File: config.mk
export PLATFORM = sky130hd
export DESIGN_NAME = decode_stage
export DESIGN_NICKNAME = d
export VERILOG_FILES = /design/src/common/decode_pkg.sv /design/src/common/regfile_read_if.sv /design/src/source/decode_stage.sv /design/src/source/decode_pipe_reg.sv /design/src/source/operand_forward.sv /design/src/regfile/register_file.sv /design/src/decode/imm_gen.sv /design/src/decode/instr_decoder.sv
export SDC_FILE = /design/constraint.sdc
export NUM_CORES = 2
export LEC_CHECK = 0
export BUFFER_PORTS_ARGS = -buffer_cell sky130_fd_sc_hd__buf_2
export CAP_MARGIN = 5
export CORE_MARGIN = 3
export CORE_UTILIZATION = 32
export CTS_CLUSTER_DIAMETER = 150
export DETAILED_ROUTE_END_ITERATION = 12
export GPL_TIMING_DRIVEN = 1
export SLEW_MARGIN = 30
export SYNTH_ARGS = -nofsm -noshare
export SYNTH_HDL_FRONTEND = slang
export SYNTH_HIERARCHICAL = 1
export SYNTH_SLANG_ARGS = --single-unit
File: constraint.sdc
create_clock -name clk_i -period 13.88 [get_ports clk_i]
set_input_delay 2.082 -clock clk_i [delete_from_list [all_inputs] [get_ports clk_i]]
set_output_delay 2.082 -clock clk_i [all_outputs]
set_load 0.05 [all_outputs]
File: src/common/decode_pkg.sv
// Widths, major opcodes and enums for the decode stage; every RTL file imports what it needs
package decode_pkg;

    localparam int XLEN     = 32;
    localparam int NUM_REGS = 32;

    typedef logic [XLEN-1:0]             word_t;
    typedef logic [31:0]                 instr_t;
    typedef logic [$clog2(NUM_REGS)-1:0] reg_addr_t;
    typedef logic [XLEN-1:1]             pc_t;       // Halfword aligned, bit 0 implied
    typedef logic [2:0]                  cmp_flags_t; // {lt, ltu, eq}

    // Major opcodes, instruction bits 6 to 2
    localparam logic [4:0] OPC_LOAD   = 5'b00000;
    localparam logic [4:0] OPC_OP_IMM = 5'b00100;
    localparam logic [4:0] OPC_AUIPC  = 5'b00101;
    localparam logic [4:0] OPC_STORE  = 5'b01000;
    localparam logic [4:0] OPC_OP     = 5'b01100;
    localparam logic [4:0] OPC_LUI    = 5'b01101;
    localparam logic [4:0] OPC_BRANCH = 5'b11000;
    localparam logic [4:0] OPC_JALR   = 5'b11001;
    localparam logic [4:0] OPC_JAL    = 5'b11011;

    // Operation code handed to execute; immediate ALU forms share the register codes
    typedef enum logic [4:0] {
        OP_NOP = 5'd0,
        OP_ADD,
        OP_SUB,
        OP_SLL,
        OP_SLT,
        OP_SLTU,
        OP_XOR,
        OP_SRL,
        OP_SRA,
        OP_OR,
        OP_AND,
        OP_LB,
        OP_LH,
        OP_LW,
        OP_LBU,
        OP_LHU,
        OP_SB,
        OP_SH,
        OP_SW,
        OP_BEQ,
        OP_BNE,
        OP_BLT,
        OP_BGE,
        OP_BLTU,
        OP_BGEU,
        OP_JAL,
        OP_JALR,
        OP_LUI,
        OP_AUIPC,
        OP_ILLEGAL
    } op_e;

    typedef enum logic [1:0] {
        OPSEL_REG,    // rs1, rs2
        OPSEL_IMM,    // rs1, imm
        OPSEL_PC,     // pc, rs2
        OPSEL_PC_IMM  // pc, imm
    } opsel_e;

    // Code 3 is spare and treated as FWD_NONE
    typedef enum logic [1:0] {
        FWD_NONE = 2'd0,
        FWD_EXEC = 2'd1,
        FWD_WB   = 2'd2
    } fwd_sel_e;

endpackage
File: src/common/regfile_read_if.sv
// Two combinational register-file read ports between the operand stage and the register file
`timescale 1ns/1ps

interface regfile_read_if;
    import decode_pkg::*;

    reg_addr_t rs1_addr;
    reg_addr_t rs2_addr;
    word_t     rs1_data;
    word_t     rs2_data;

    // Operand side drives addresses, data comes back in the same cycle
    modport client (
        output rs1_addr, rs2_addr,
        input  rs1_data, rs2_data
    );

    modport regfile (
        input  rs1_addr, rs2_addr,
        output rs1_data, rs2_data
    );

endinterface

File: src/source/decode_stage.sv
// Decode and register-read stage top; connects decoder, register file, operands and stage register
`timescale 1ns/1ps

module decode_stage (
    input  logic                   clk_i,
    input  logic                   rst_i,
    input  decode_pkg::instr_t     instr_i,
    input  decode_pkg::pc_t        pc_i,
    input  decode_pkg::pc_t        pc_plus4_i,
    input  decode_pkg::word_t      exec_fwd_i,
    input  decode_pkg::reg_addr_t  wb_addr_i,
    input  decode_pkg::word_t      wb_data_i,
    input  logic                   wb_we_i,
    input  logic                   stall_i,
    input  logic                   flush_i,
    input  decode_pkg::fwd_sel_e   fwd1_sel_i,
    input  decode_pkg::fwd_sel_e   fwd2_sel_i,
    output decode_pkg::op_e        op_o,
    output decode_pkg::word_t      val1_o,
    output decode_pkg::word_t      val2_o,
    output decode_pkg::word_t      store_data_o,
    output decode_pkg::cmp_flags_t cmp_o,
    output decode_pkg::reg_addr_t  rd_addr_o,
    output decode_pkg::pc_t        pc_plus4_o,
    output decode_pkg::reg_addr_t  rs1_addr_o,
    output decode_pkg::reg_addr_t  rs2_addr_o
);
    import decode_pkg::*;

    op_e        dec_op;
    opsel_e     dec_opsel;
    word_t      imm;
    word_t      val1;
    word_t      val2;
    word_t      store_data;
    cmp_flags_t cmp;

    regfile_read_if rf_if ();

    instr_decoder u_decoder (
        .instr_i (instr_i),
        .op_o    (dec_op),
        .opsel_o (dec_opsel)
    );

    imm_gen u_imm_gen (
        .instr_i (instr_i),
        .imm_o   (imm)
    );

    register_file u_regfile (
        .clk_i     (clk_i),
        .rst_i     (rst_i),
        .rd_port   (rf_if),
        .wr_addr_i (wb_addr_i),
        .wr_data_i (wb_data_i),
        .wr_en_i   (wb_we_i)
    );

    operand_forward u_operands (
        .instr_i      (instr_i),
        .pc_i         (pc_i),
        .imm_i        (imm),
        .opsel_i      (dec_opsel),
        .fwd1_sel_i   (fwd1_sel_i),
        .fwd2_sel_i   (fwd2_sel_i),
        .exec_fwd_i   (exec_fwd_i),
        .wb_data_i    (wb_data_i), // Same value that writes the register file
        .rf           (rf_if),
        .rs1_addr_o   (rs1_addr_o),
        .rs2_addr_o   (rs2_addr_o),
        .val1_o       (val1),
        .val2_o       (val2),
        .store_data_o (store_data),
        .cmp_o        (cmp)
    );

    decode_pipe_reg u_pipe_reg (
        .clk_i        (clk_i),
        .rst_i        (rst_i),
        .stall_i      (stall_i),
        .flush_i      (flush_i),
        .op_i         (dec_op),
        .val1_i       (val1),
        .val2_i       (val2),
        .store_data_i (store_data),
        .cmp_i        (cmp),
        .rd_addr_i    (instr_i[11:7]), // rd field
        .pc_plus4_i   (pc_plus4_i),
        .op_o         (op_o),
        .val1_o       (val1_o),
        .val2_o       (val2_o),
        .store_data_o (store_data_o),
        .cmp_o        (cmp_o),
        .rd_addr_o    (rd_addr_o),
        .pc_plus4_o   (pc_plus4_o)
    );

endmodule

File: src/source/decode_pipe_reg.sv
// Decode to execute pipeline register with reset, stall hold and flush to NOP
`timescale 1ns/1ps

module decode_pipe_reg (
    input  logic                   clk_i,
    input  logic                   rst_i,
    input  logic                   stall_i,
    input  logic                   flush_i,
    input  decode_pkg::op_e        op_i,
    input  decode_pkg::word_t      val1_i,
    input  decode_pkg::word_t      val2_i,
    input  decode_pkg::word_t      store_data_i,
    input  decode_pkg::cmp_flags_t cmp_i,
    input  decode_pkg::reg_addr_t  rd_addr_i,
    input  decode_pkg::pc_t        pc_plus4_i,
    output decode_pkg::op_e        op_o,
    output decode_pkg::word_t      val1_o,
    output decode_pkg::word_t      val2_o,
    output decode_pkg::word_t      store_data_o,
    output decode_pkg::cmp_flags_t cmp_o,
    output decode_pkg::reg_addr_t  rd_addr_o,
    output decode_pkg::pc_t        pc_plus4_o
);
    import decode_pkg::*;

    always_ff @(posedge clk_i) begin
        if (rst_i) begin
            op_o  <= OP_NOP;
            cmp_o <= '0;
        end else if (!stall_i) begin // Stall wins over flush
            op_o         <= flush_i ? OP_NOP : op_i;
            val1_o       <= val1_i;
            val2_o       <= val2_i;
            store_data_o <= store_data_i;
            cmp_o        <= cmp_i;
            rd_addr_o    <= rd_addr_i;
            pc_plus4_o   <= pc_plus4_i; // Link value for JAL and JALR
        end
    end

endmodule

File: src/source/operand_forward.sv
// Register read, forwarding, PC or immediate operand choice and branch compare flags
`timescale 1ns/1ps

module operand_forward (
    input  decode_pkg::instr_t     instr_i,
    input  decode_pkg::pc_t        pc_i,
    input  decode_pkg::word_t      imm_i,
    input  decode_pkg::opsel_e     opsel_i,
    input  decode_pkg::fwd_sel_e   fwd1_sel_i,
    input  decode_pkg::fwd_sel_e   fwd2_sel_i,
    input  decode_pkg::word_t      exec_fwd_i,
    input  decode_pkg::word_t      wb_data_i,
    regfile_read_if.client         rf,
    output decode_pkg::reg_addr_t  rs1_addr_o,
    output decode_pkg::reg_addr_t  rs2_addr_o,
    output decode_pkg::word_t      val1_o,
    output decode_pkg::word_t      val2_o,
    output decode_pkg::word_t      store_data_o,
    output decode_pkg::cmp_flags_t cmp_o
);
    import decode_pkg::*;

    word_t fwd1;
    word_t fwd2;
    logic  sel_pc;
    logic  sel_imm;

    function automatic word_t pick_source(input fwd_sel_e sel, input word_t rf_val,
                                          input word_t ex_val, input word_t wb_val);
        case (sel)
            FWD_EXEC: return ex_val;
            FWD_WB:   return wb_val;
            default:  return rf_val; // FWD_NONE and the spare code
        endcase
    endfunction

    assign rf.rs1_addr = instr_i[19:15];
    assign rf.rs2_addr = instr_i[24:20];
    assign rs1_addr_o  = instr_i[19:15]; // To hazard unit
    assign rs2_addr_o  = instr_i[24:20];

    assign fwd1 = pick_source(fwd1_sel_i, rf.rs1_data, exec_fwd_i, wb_data_i);
    assign fwd2 = pick_source(fwd2_sel_i, rf.rs2_data, exec_fwd_i, wb_data_i);

    assign sel_pc  = (opsel_i == OPSEL_PC) || (opsel_i == OPSEL_PC_IMM);
    assign sel_imm = (opsel_i == OPSEL_IMM) || (opsel_i == OPSEL_PC_IMM);

    assign val1_o       = sel_pc ? {pc_i, 1'b0} : fwd1;
    assign val2_o       = sel_imm ? imm_i : fwd2;
    assign store_data_o = fwd2; // Store data survives the immediate on val2

    // Flags always on the register operands, never on pc or imm
    assign cmp_o = {$signed(fwd1) < $signed(fwd2), fwd1 < fwd2, fwd1 == fwd2};

endmodule

File: src/regfile/register_file.sv
// 32 x 32 integer register file with two combinational reads and one synchronous write
`timescale 1ns/1ps

module register_file (
    input  logic                  clk_i,
    input  logic                  rst_i,
    regfile_read_if.regfile       rd_port,
    input  decode_pkg::reg_addr_t wr_addr_i,
    input  decode_pkg::word_t     wr_data_i,
    input  logic                  wr_en_i
);
    import decode_pkg::*;

    word_t regs [NUM_REGS];

    always_ff @(posedge clk_i) begin
        if (rst_i) begin
            for (int i = 0; i < NUM_REGS; i++) begin
                regs[i] <= '0;
            end
        end else if (wr_en_i && (wr_addr_i != '0)) begin // x0 ignores writes
            regs[wr_addr_i] <= wr_data_i;
        end
    end

    // Old value on a same-cycle write, writeback bypass is done by forwarding
    assign rd_port.rs1_data = (rd_port.rs1_addr == '0) ? '0 : regs[rd_port.rs1_addr];
    assign rd_port.rs2_data = (rd_port.rs2_addr == '0) ? '0 : regs[rd_port.rs2_addr];

endmodule

File: src/decode/imm_gen.sv
// Builds the sign-extended RV32I immediate, format chosen from the major opcode
`timescale 1ns/1ps

module imm_gen (
    input  decode_pkg::instr_t instr_i,
    output decode_pkg::word_t  imm_o
);
    import decode_pkg::*;

    logic sign;

    assign sign = instr_i[31]; // Sign bit sits at bit 31 in every format

    always_comb begin
        case (instr_i[6:2])
            OPC_STORE: begin // S
                imm_o = {{20{sign}}, instr_i[31:25], instr_i[11:7]};
            end
            OPC_BRANCH: begin // B, halfword offset
                imm_o = {{20{sign}}, instr_i[7], instr_i[30:25], instr_i[11:8], 1'b0};
            end
            OPC_JAL: begin // J, halfword offset
                imm_o = {{12{sign}}, instr_i[19:12], instr_i[20], instr_i[30:21], 1'b0};
            end
            OPC_LUI, OPC_AUIPC: begin // U
                imm_o = {instr_i[31:12], 12'b0};
            end
            // I format: OP-IMM, LOAD, JALR and every other opcode
            default: begin
                imm_o = {{20{sign}}, instr_i[31:20]};
            end
        endcase
    end

endmodule

File: src/decode/instr_decoder.sv
// Combinational RV32I decoder producing the execute operation code and operand selection
`timescale 1ns/1ps

module instr_decoder (
    input  decode_pkg::instr_t instr_i,
    output decode_pkg::op_e    op_o,
    output decode_pkg::opsel_e opsel_o
);
    import decode_pkg::*;

    logic [4:0] opcode;
    logic [2:0] funct3;
    logic       f7_zero;
    logic       f7_alt;
    opsel_e     sel;

    assign opcode  = instr_i[6:2];
    assign funct3  = instr_i[14:12];
    assign f7_zero = (instr_i[31:25] == 7'b0000000);
    assign f7_alt  = (instr_i[31:25] == 7'b0100000); // SUB, SRA, SRAI

    always_comb begin
        op_o = OP_ILLEGAL;
        sel  = OPSEL_REG;
        if (instr_i[1:0] == 2'b11) begin // Compressed encodings are not supported
            case (opcode)
                OPC_OP: begin
                    sel = OPSEL_REG;
                    case (funct3)
                        3'b000: op_o = f7_zero ? OP_ADD : (f7_alt ? OP_SUB : OP_ILLEGAL);
                        3'b001: op_o = f7_zero ? OP_SLL : OP_ILLEGAL;
                        3'b010: op_o = f7_zero ? OP_SLT : OP_ILLEGAL;
                        3'b011: op_o = f7_zero ? OP_SLTU : OP_ILLEGAL;
                        3'b100: op_o = f7_zero ? OP_XOR : OP_ILLEGAL;
                        3'b101: op_o = f7_zero ? OP_SRL : (f7_alt ? OP_SRA : OP_ILLEGAL);
                        3'b110: op_o = f7_zero ? OP_OR : OP_ILLEGAL;
                        3'b111: op_o = f7_zero ? OP_AND : OP_ILLEGAL;
                    endcase
                end
                OPC_OP_IMM: begin
                    sel = OPSEL_IMM;
                    case (funct3)
                        3'b000: op_o = OP_ADD;
                        3'b001: op_o = f7_zero ? OP_SLL : OP_ILLEGAL; // Shift amount in imm[4:0]
                        3'b010: op_o = OP_SLT;
                        3'b011: op_o = OP_SLTU;
                        3'b100: op_o = OP_XOR;
                        3'b101: op_o = f7_zero ? OP_SRL : (f7_alt ? OP_SRA : OP_ILLEGAL);
                        3'b110: op_o = OP_OR;
                        3'b111: op_o = OP_AND;
                    endcase
                end
                OPC_LOAD: begin
                    sel = OPSEL_IMM;
                    case (funct3)
                        3'b000:  op_o = OP_LB;
                        3'b001:  op_o = OP_LH;
                        3'b010:  op_o = OP_LW;
                        3'b100:  op_o = OP_LBU;
                        3'b101:  op_o = OP_LHU;
                        default: op_o = OP_ILLEGAL;
                    endcase
                end
                OPC_STORE: begin
                    sel = OPSEL_IMM;
                    case (funct3)
                        3'b000:  op_o = OP_SB;
                        3'b001:  op_o = OP_SH;
                        3'b010:  op_o = OP_SW;
                        default: op_o = OP_ILLEGAL;
                    endcase
                end
                OPC_BRANCH: begin
                    sel = OPSEL_PC_IMM; // Target computed in execute, flags come from here
                    case (funct3)
                        3'b000:  op_o = OP_BEQ;
                        3'b001:  op_o = OP_BNE;
                        3'b100:  op_o = OP_BLT;
                        3'b101:  op_o = OP_BGE;
                        3'b110:  op_o = OP_BLTU;
                        3'b111:  op_o = OP_BGEU;
                        default: op_o = OP_ILLEGAL;
                    endcase
                end
                OPC_JALR: begin
                    sel  = OPSEL_IMM;
                    op_o = (funct3 == 3'b000) ? OP_JALR : OP_ILLEGAL;
                end
                OPC_JAL: begin
                    sel  = OPSEL_PC_IMM;
                    op_o = OP_JAL;
                end
                OPC_LUI: begin
                    sel  = OPSEL_IMM;
                    op_o = OP_LUI;
                end
                OPC_AUIPC: begin
                    sel  = OPSEL_PC_IMM;
                    op_o = OP_AUIPC;
                end
                default: op_o = OP_ILLEGAL;
            endcase
        end
        opsel_o = (op_o == OP_ILLEGAL) ? OPSEL_REG : sel;
    end

endmodule

Yosys cells after proc, flatten, opt, wreduce, memory -nomap -nowiden
Memory sizes are Yosys's and may differ from the RTL's. Index checks and enable logic that the tools add are counted.

RAM bits: 1024. Logic and storage cells: 90. Output and inout bits: 150. Register bits: 140. Memories kept: 1.

Reduce and logical (&&, ||, !) cells: 14. Mux-type cells: 37. Equal/unequal tests: 26. Order comparisons: 2. Bitwise gates (word level): 2.

Memory list: u_regfile.regs (words 32, width 32, rd ports 2, clocked after memory_dff 0, write ports 32, RTL line register_file.sv:14) `word_t regs [NUM_REGS];`.

Operator list (number): $mux W32 (5); $pmux W32 S2 (2); $pmux W31 S4 (1); $pmux W5 S8 (2); $mux W5 (13); $lt A32 B32 Y1 (2); $pmux W5 S9 (1); $eq A32 B32 Y1 (1); $reduce_or A32 Y1 (1); $pmux W5 S5 (1); $pmux W4 S6 (1); $eq A5 B5 Y1 const B (4); $eq A5 B4 Y1 const B (3); $logic_not A5 Y1 (3); $eq A3 B3 Y1 const B (4); $pmux W4 S3 (1); $eq A2 B2 Y1 const B (5); $eq A5 B3 Y1 const B (2); $eq A7 B6 Y1 const B (1); $logic_not A7 Y1 (1); $eq A2 B1 Y1 const B (3); $eq A3 B2 Y1 const B (2); $mux W1 (6); $reduce_bool A5 Y1 (1); 12 further kinds (15).

Logic depth before layout (Yosys ltp)
Depth after elaboration: 11. Mapped depth: 20.

Hierarchy
Netlist, hierarchy kept.

Modules (own cells, without submodules): register_file (sequential area each 30749.5 µm², area an instance 54255.8 µm², cells each 3502, instances 1); decode_pipe_reg (sequential area each 4124.0 µm², area an instance 4271.6 µm², cells each 164, instances 1); operand_forward (sequential area each 0.0 µm², area an instance 2847.7 µm², cells each 466, instances 1); instr_decoder (sequential area each 0.0 µm², area an instance 740.7 µm², cells each 124, instances 1); imm_gen (sequential area each 0.0 µm², area an instance 396.6 µm², cells each 63, instances 1).

Least setup slack after synthesis
No wires, ideal clock.

Path type: input to register. Start point: input rst_i. End point: register u_pipe_reg.pc_plus4_o[0] (enable). Cell stages on the path: 2. Path slack: 5.502 ns. Path buffers: 1. Data arrival time: 7.753 ns. Cell sequence: clkbuf_1 nor2_1.

Cells in the longest elaborated chain, start to end: 2.

Ends and longest elaborated chain: from (decl) (RTL line decode_stage.sv:6) `input logic rst_i,`; $not A1 Y1 (no line); $reduce_and A2 Y1 (no line); to (signal assigned) (RTL line decode_pipe_reg.sv:37) `pc_plus4_o <= pc_plus4_i;`; to (decl) (RTL line decode_pipe_reg.sv:22) `output decode_pkg::pc_t pc_plus4_o`.

Every way passes these cells. A chain may end at the register's enable or synchronous reset.

Worst setup path after layout
Start point: input instr_i[22]. End point: register u_pipe_reg.cmp_o[1].

Cells in the longest elaborated chain, start to end: 4.

Ends and longest elaborated chain: from (decl) (RTL line decode_stage.sv:7) `input decode_pkg::instr_t instr_i,`; $mem_v2 Z32 W32 or $logic_not A5 Y1 (tied branches); $mux W32 * (RTL line register_file.sv:28) `assign rd_port.rs2_data = (rd_port.rs2_addr == '0) ? '0 : regs[rd_port.rs2_addr];`; net rf_if.rs2_data[31] (RTL line regfile_read_if.sv:10) `word_t rs2_data;`; $pmux W32 S2 * (RTL line operand_forward.sv:30) `case (sel)`; $lt A32 B32 Y1 * (RTL line operand_forward.sv:53) `assign cmp_o = {$signed(fwd1) < $signed(fwd2), fwd1 < fwd2, fwd1 == fwd2};`; net cmp[1] (RTL line decode_stage.sv:36) `cmp_flags_t cmp;`; to (signal assigned) (RTL line decode_pipe_reg.sv:35) `cmp_o <= cmp_i;`; to (decl) (RTL line decode_pipe_reg.sv:20) `output decode_pkg::cmp_flags_t cmp_o,`.

The timed path passes the listed nets; every way through them passes the cells marked *.

==> Implementation_results.wiki <==
{| class="wikitable"
! Metric !! Value
|-
| Layout cell share with drive strength beyond 1 || 28.09%
|-
| First-pass GRT wire length || 314.9 mm
|-
| Sinks on the clock net || 1164
|-
| Post-synthesis cell type with the largest combined area || sky130_fd_sc_hd__edfxtp_1
|-
| Routed len/inst || 31.90 µm
|-
| Cell at the root of the clock tree || sky130_fd_sc_hd__clkbuf_16
|-
| Worst ir drop on vdd || 0.0001280 V
|-
| Initial antenna violation count || 44
|-
| Minimum setup slack in the final design || 6.384 ns
|-
| H-tree Lvls || 4
|-
| Worst min path class || reg -> reg
|-
| Chip width || 448.0 µm
|-
| Final setup vio count || 0
|-
| Power per standard cell area || 125.5 nW/µm²
|-
| Maximum Capacitance Violations || 0
|-
| Number of vias per cell || 5.855
|-
| Number of distinct library cells after synthesis || 78
|-
| I/O pins || 322
|-
| Clock tree from TritonCTS || built
|-
| Final worst path period share || 54.00%
|-
| Setup Skew || 0.03208 ns
|-
| Area added between synthesis and finish || 13.17%
|-
| Overall fraction of global-route tracks in use || 22.12%
|-
| RSZ-0062 raised after global routing || no
|-
| Final-layout fill cell count || 18.23k
|-
| Dominant register cell in the synthesized netlist || sky130_fd_sc_hd__edfxtp_1
|-
| Die height || 448.0 µm
|-
| Number of buffers inserted for hold repair after clock tree synthesis || 0
|-
| Total Die Area || 200700 µm²
|-
| Standard-cell row count || 161
|-
| Cts bufs inserted || 131
|-
| Number of max-slew violations in the final report || 0
|-
| Period minus WS final || 7.496 ns
|-
| Starting Density || 32.33%
|-
| Category of the critical setup timing path || in -> reg
|-
| Least-Margin Pin Slew || 1.122 ns
|-
| Number of synthesis warnings || 6
|-
| Antenna-violating nets left || 0
|-
| Net count of the finished layout || 4696
|-
| Core Region || 193400 µm²
|-
| Critical path launch point type || input pin
|-
| Final Hold Viols || 0
|-
| Async SR Flop Fraction || 0%
|-
| Slew HR || 25.02%
|-
| Via count of the first global-routing pass || 40.72k
|-
| Cell area after technology mapping || 62510 µm²
|-
| Largest fanout of any net on the critical path || 34
|-
| Total Neg Setup Slack || 0 ns
|-
| Avg Synthesized Cell Area || 14.47 µm²
|-
| Flip-flop and latch area || 34870 µm²
|-
| Achievable clock frequency || 0.1334 GHz
|-
| Arr. time, crit path || 8.14 ns
|-
| Post-detailed-routing wire length || 227.2 mm
|-
| Final routed DRC violation total || 0
|-
| Number of buffers added on ports || 321
|-
| Vias || 41.71k
|-
| Worst-skew pair later-pin latency || 0.79 ns
|-
| Half-perimeter wire length after placement || 142.2 mm
|-
| CTS-repair resized insts || 0
|-
| Clock edge transition at the registers on the reported setup and hold paths || 0.06 ns
|-
| Maximum buffer depth of the clock tree || 3
|-
| Pin count of the biggest net entering global routing || 104
|-
| Number of DRC markers after the initial detailed-route iteration || 5691
|-
| CP required || 14.53 ns
|-
| Residual overflow from global routing || 0
|-
| First-pass detailed-route iteration total || 8
|-
| Sequential share of the synthesized area || 55.79%
|-
| Crit end category || flop
|-
| Leakage || 0.02474 µW
|-
| Dominant cells by area after synthesis || sky130_fd_sc_hd__edfxtp_1 56%, sky130_fd_sc_hd__mux4_2 17%, sky130_fd_sc_hd__and2_1 10%
|-
| Pre-CTS setup slack || 5.694 ns
|-
| Number of enable-type register cells in the synthesized netlist || 1156
|-
| Buffer count from post-CTS setup fixing || 0
|-
| Multi-input combinational cell area || 25580 µm²
|-
| Number of synthesized register bits || 1164
|-
| Routability cong. || 0.9386
|-
| Gate Count Post-Synth || 4319
|-
| Outcome || completed
|-
| Area share of the leading cell type in the synthesized netlist || 55.53%
|}
final timing paths:
kind	cells past startpoint	slack, ns	endpoint	start
hold / removal	2	0.46	u_pipe_reg/op_o[0]$_SDFFE_PP0N_	u_pipe_reg/op_o[0]$_SDFFE_PP0N_
setup / recovery	16	6.38	u_pipe_reg/cmp_o[1]$_SDFFE_PP0N_	instr_i[22]
hold reg to reg	2	0.46	u_pipe_reg/op_o[0]$_SDFFE_PP0N_	u_pipe_reg/op_o[0]$_SDFFE_PP0N_
setup reg to reg	13	8.65	u_pipe_reg/cmp_o[1]$_SDFFE_PP0N_	u_regfile/regs[26][31]$_SDFFCE_PN0P_
flip-flops by register name (all words and copies together) (netlist names):
signal                   flops
u_pipe_reg/val2_o           32
u_regfile/regs            1024
u_pipe_reg/pc_plus4_o       31
u_pipe_reg/val1_o           32
u_pipe_reg/store_data_o     32
u_pipe_reg/rd_addr_o         5
u_pipe_reg/cmp_o             3
u_pipe_reg/op_o              5
area by class of cell:
class,instances,share of cell area (%)
sequential,1164,49.29
multi-input combinational,2677,36.16
clock buffer,160,4.950
tap,2526,4.467
timing repair buffer,467,3.990
clock inverter,71,0.8454
inverter,47,0.2494
antenna,12,0.04245
per-layer routing:
layer / track usage (%) / part of all wire (%) / up-vias
met3: 4.982 / 10 / 556
met5: 0 / 0.056 / -
li1: - / - / 16923
met1: 28.88 / 38 / 21336
met2: 34.67 / 46 / 2880
met4: 11.13 / 5.4 / 18
kinds of logic (layout without fill, tap and decap cells):
logic type               after synthesis  in the layout  share of synthesized area, %
AND/OR/NAND/NOR                     1414           1414                         13.42
flip-flops                          1164           1164                         55.79
multiplexers                         687            687                         20.57
buffers and inverters                509            745                         3.787
AO/OA/AOI/OAI                        506            506                         5.678
adder cells (fa/ha/maj)               36             36                        0.7205
XOR/XNOR                               2              2                       0.02803
other                                  1             44                      0.005999
cell usage after synthesis (3+ instances only):
cell	count
sky130_fd_sc_hd__buf_6	23
sky130_fd_sc_hd__inv_1	47
sky130_fd_sc_hd__dfxtp_1	8
sky130_fd_sc_hd__and3_1	3
sky130_fd_sc_hd__a32o_1	4
sky130_fd_sc_hd__a22o_1	55
sky130_fd_sc_hd__a221o_1	5
sky130_fd_sc_hd__buf_1	23
sky130_fd_sc_hd__mux4_2	472
sky130_fd_sc_hd__or3b_2	8
sky130_fd_sc_hd__edfxtp_1	1156
sky130_fd_sc_hd__a21o_1	12
sky130_fd_sc_hd__nand3b_1	9
sky130_fd_sc_hd__nor3_1	59
sky130_fd_sc_hd__nor2b_1	25
sky130_fd_sc_hd__a31oi_1	4
sky130_fd_sc_hd__or3_1	5
sky130_fd_sc_hd__or2_2	35
sky130_fd_sc_hd__nand2_1	118
sky130_fd_sc_hd__a2111oi_1	41
sky130_fd_sc_hd__a2111oi_0	14
sky130_fd_sc_hd__mux2_2	62
sky130_fd_sc_hd__nor2_1	83
sky130_fd_sc_hd__o21ai_0	76
sky130_fd_sc_hd__nand3_1	14
sky130_fd_sc_hd__nand4_1	5
sky130_fd_sc_hd__clkbuf_1	307
sky130_fd_sc_hd__and2_1	996
sky130_fd_sc_hd__a211oi_1	9
sky130_fd_sc_hd__buf_4	59
sky130_fd_sc_hd__nor4_1	10
sky130_fd_sc_hd__a221oi_1	5
sky130_fd_sc_hd__nand2b_1	14
sky130_fd_sc_hd__a21oi_1	72
sky130_fd_sc_hd__a22oi_1	80
sky130_fd_sc_hd__o22ai_1	106
sky130_fd_sc_hd__ha_1	36
sky130_fd_sc_hd__o211ai_1	3
sky130_fd_sc_hd__mux2i_1	153
sky130_fd_sc_hd__buf_2	50
through the flow:
step | power (µW) | area [µm²] | util [%] | instances | hold slack, ns
after floorplan | 5011 | 62630 | - | 4350 | 0.6667
after global placement | 5505 | 66580 | 34.43 | 6880 | 0.4482
after detailed placement | 5519 | 66600 | 34.44 | 6881 | 0.4437
after CTS | 8902 | 70700 | 36.56 | 7112 | 0.4525
after global routing | 9128 | 70730 | 36.57 | 7116 | 0.4839
final | 8876 | 70750 | 36.58 | 7124 | 0.4551
report_power, final:
part	internal [µW]	leakage [µW]	total (µW)	switching, µW
logic	459	0.0116	1290	833
registers	4080	0.0111	4180	103
clock network	1940	0.00202	3400	1460
total	6480	0.0247	8880	2390
critical path: stages:
cell	delay [ns]
sky130_fd_sc_hd__buf_6	0.33
sky130_fd_sc_hd__buf_4	0.45
sky130_fd_sc_hd__buf_4	0.56
sky130_fd_sc_hd__mux4_2	0.40
sky130_fd_sc_hd__a22o_1	0.26
sky130_fd_sc_hd__a2111oi_1	0.76
sky130_fd_sc_hd__nor3_1	0.17
sky130_fd_sc_hd__a21oi_1	0.79
sky130_fd_sc_hd__ha_1	0.34
sky130_fd_sc_hd__and4_1	0.27
sky130_fd_sc_hd__nand4_1	0.16
sky130_fd_sc_hd__nor4_2	0.76
sky130_fd_sc_hd__o31a_1	0.40
sky130_fd_sc_hd__nor3_1	0.10
sky130_fd_sc_hd__mux2i_1	0.15
sky130_fd_sc_hd__nor2_1	0.05
layout by cell type, fill, tap and decap left out, types with 80 or more instances in the layout:
master	synthesis	final
sky130_fd_sc_hd__edfxtp_1	1156	1156
sky130_fd_sc_hd__and2_1	996	995
sky130_fd_sc_hd__mux4_2	472	472
sky130_fd_sc_hd__buf_2	50	315
sky130_fd_sc_hd__mux2i_1	153	153
sky130_fd_sc_hd__buf_4	59	141
sky130_fd_sc_hd__clkbuf_16	0	135
sky130_fd_sc_hd__nand2_1	118	118
sky130_fd_sc_hd__o22ai_1	106	106
sky130_fd_sc_hd__a22oi_1	80	80
Note: power is estimated with default switching activity, not from simulation.
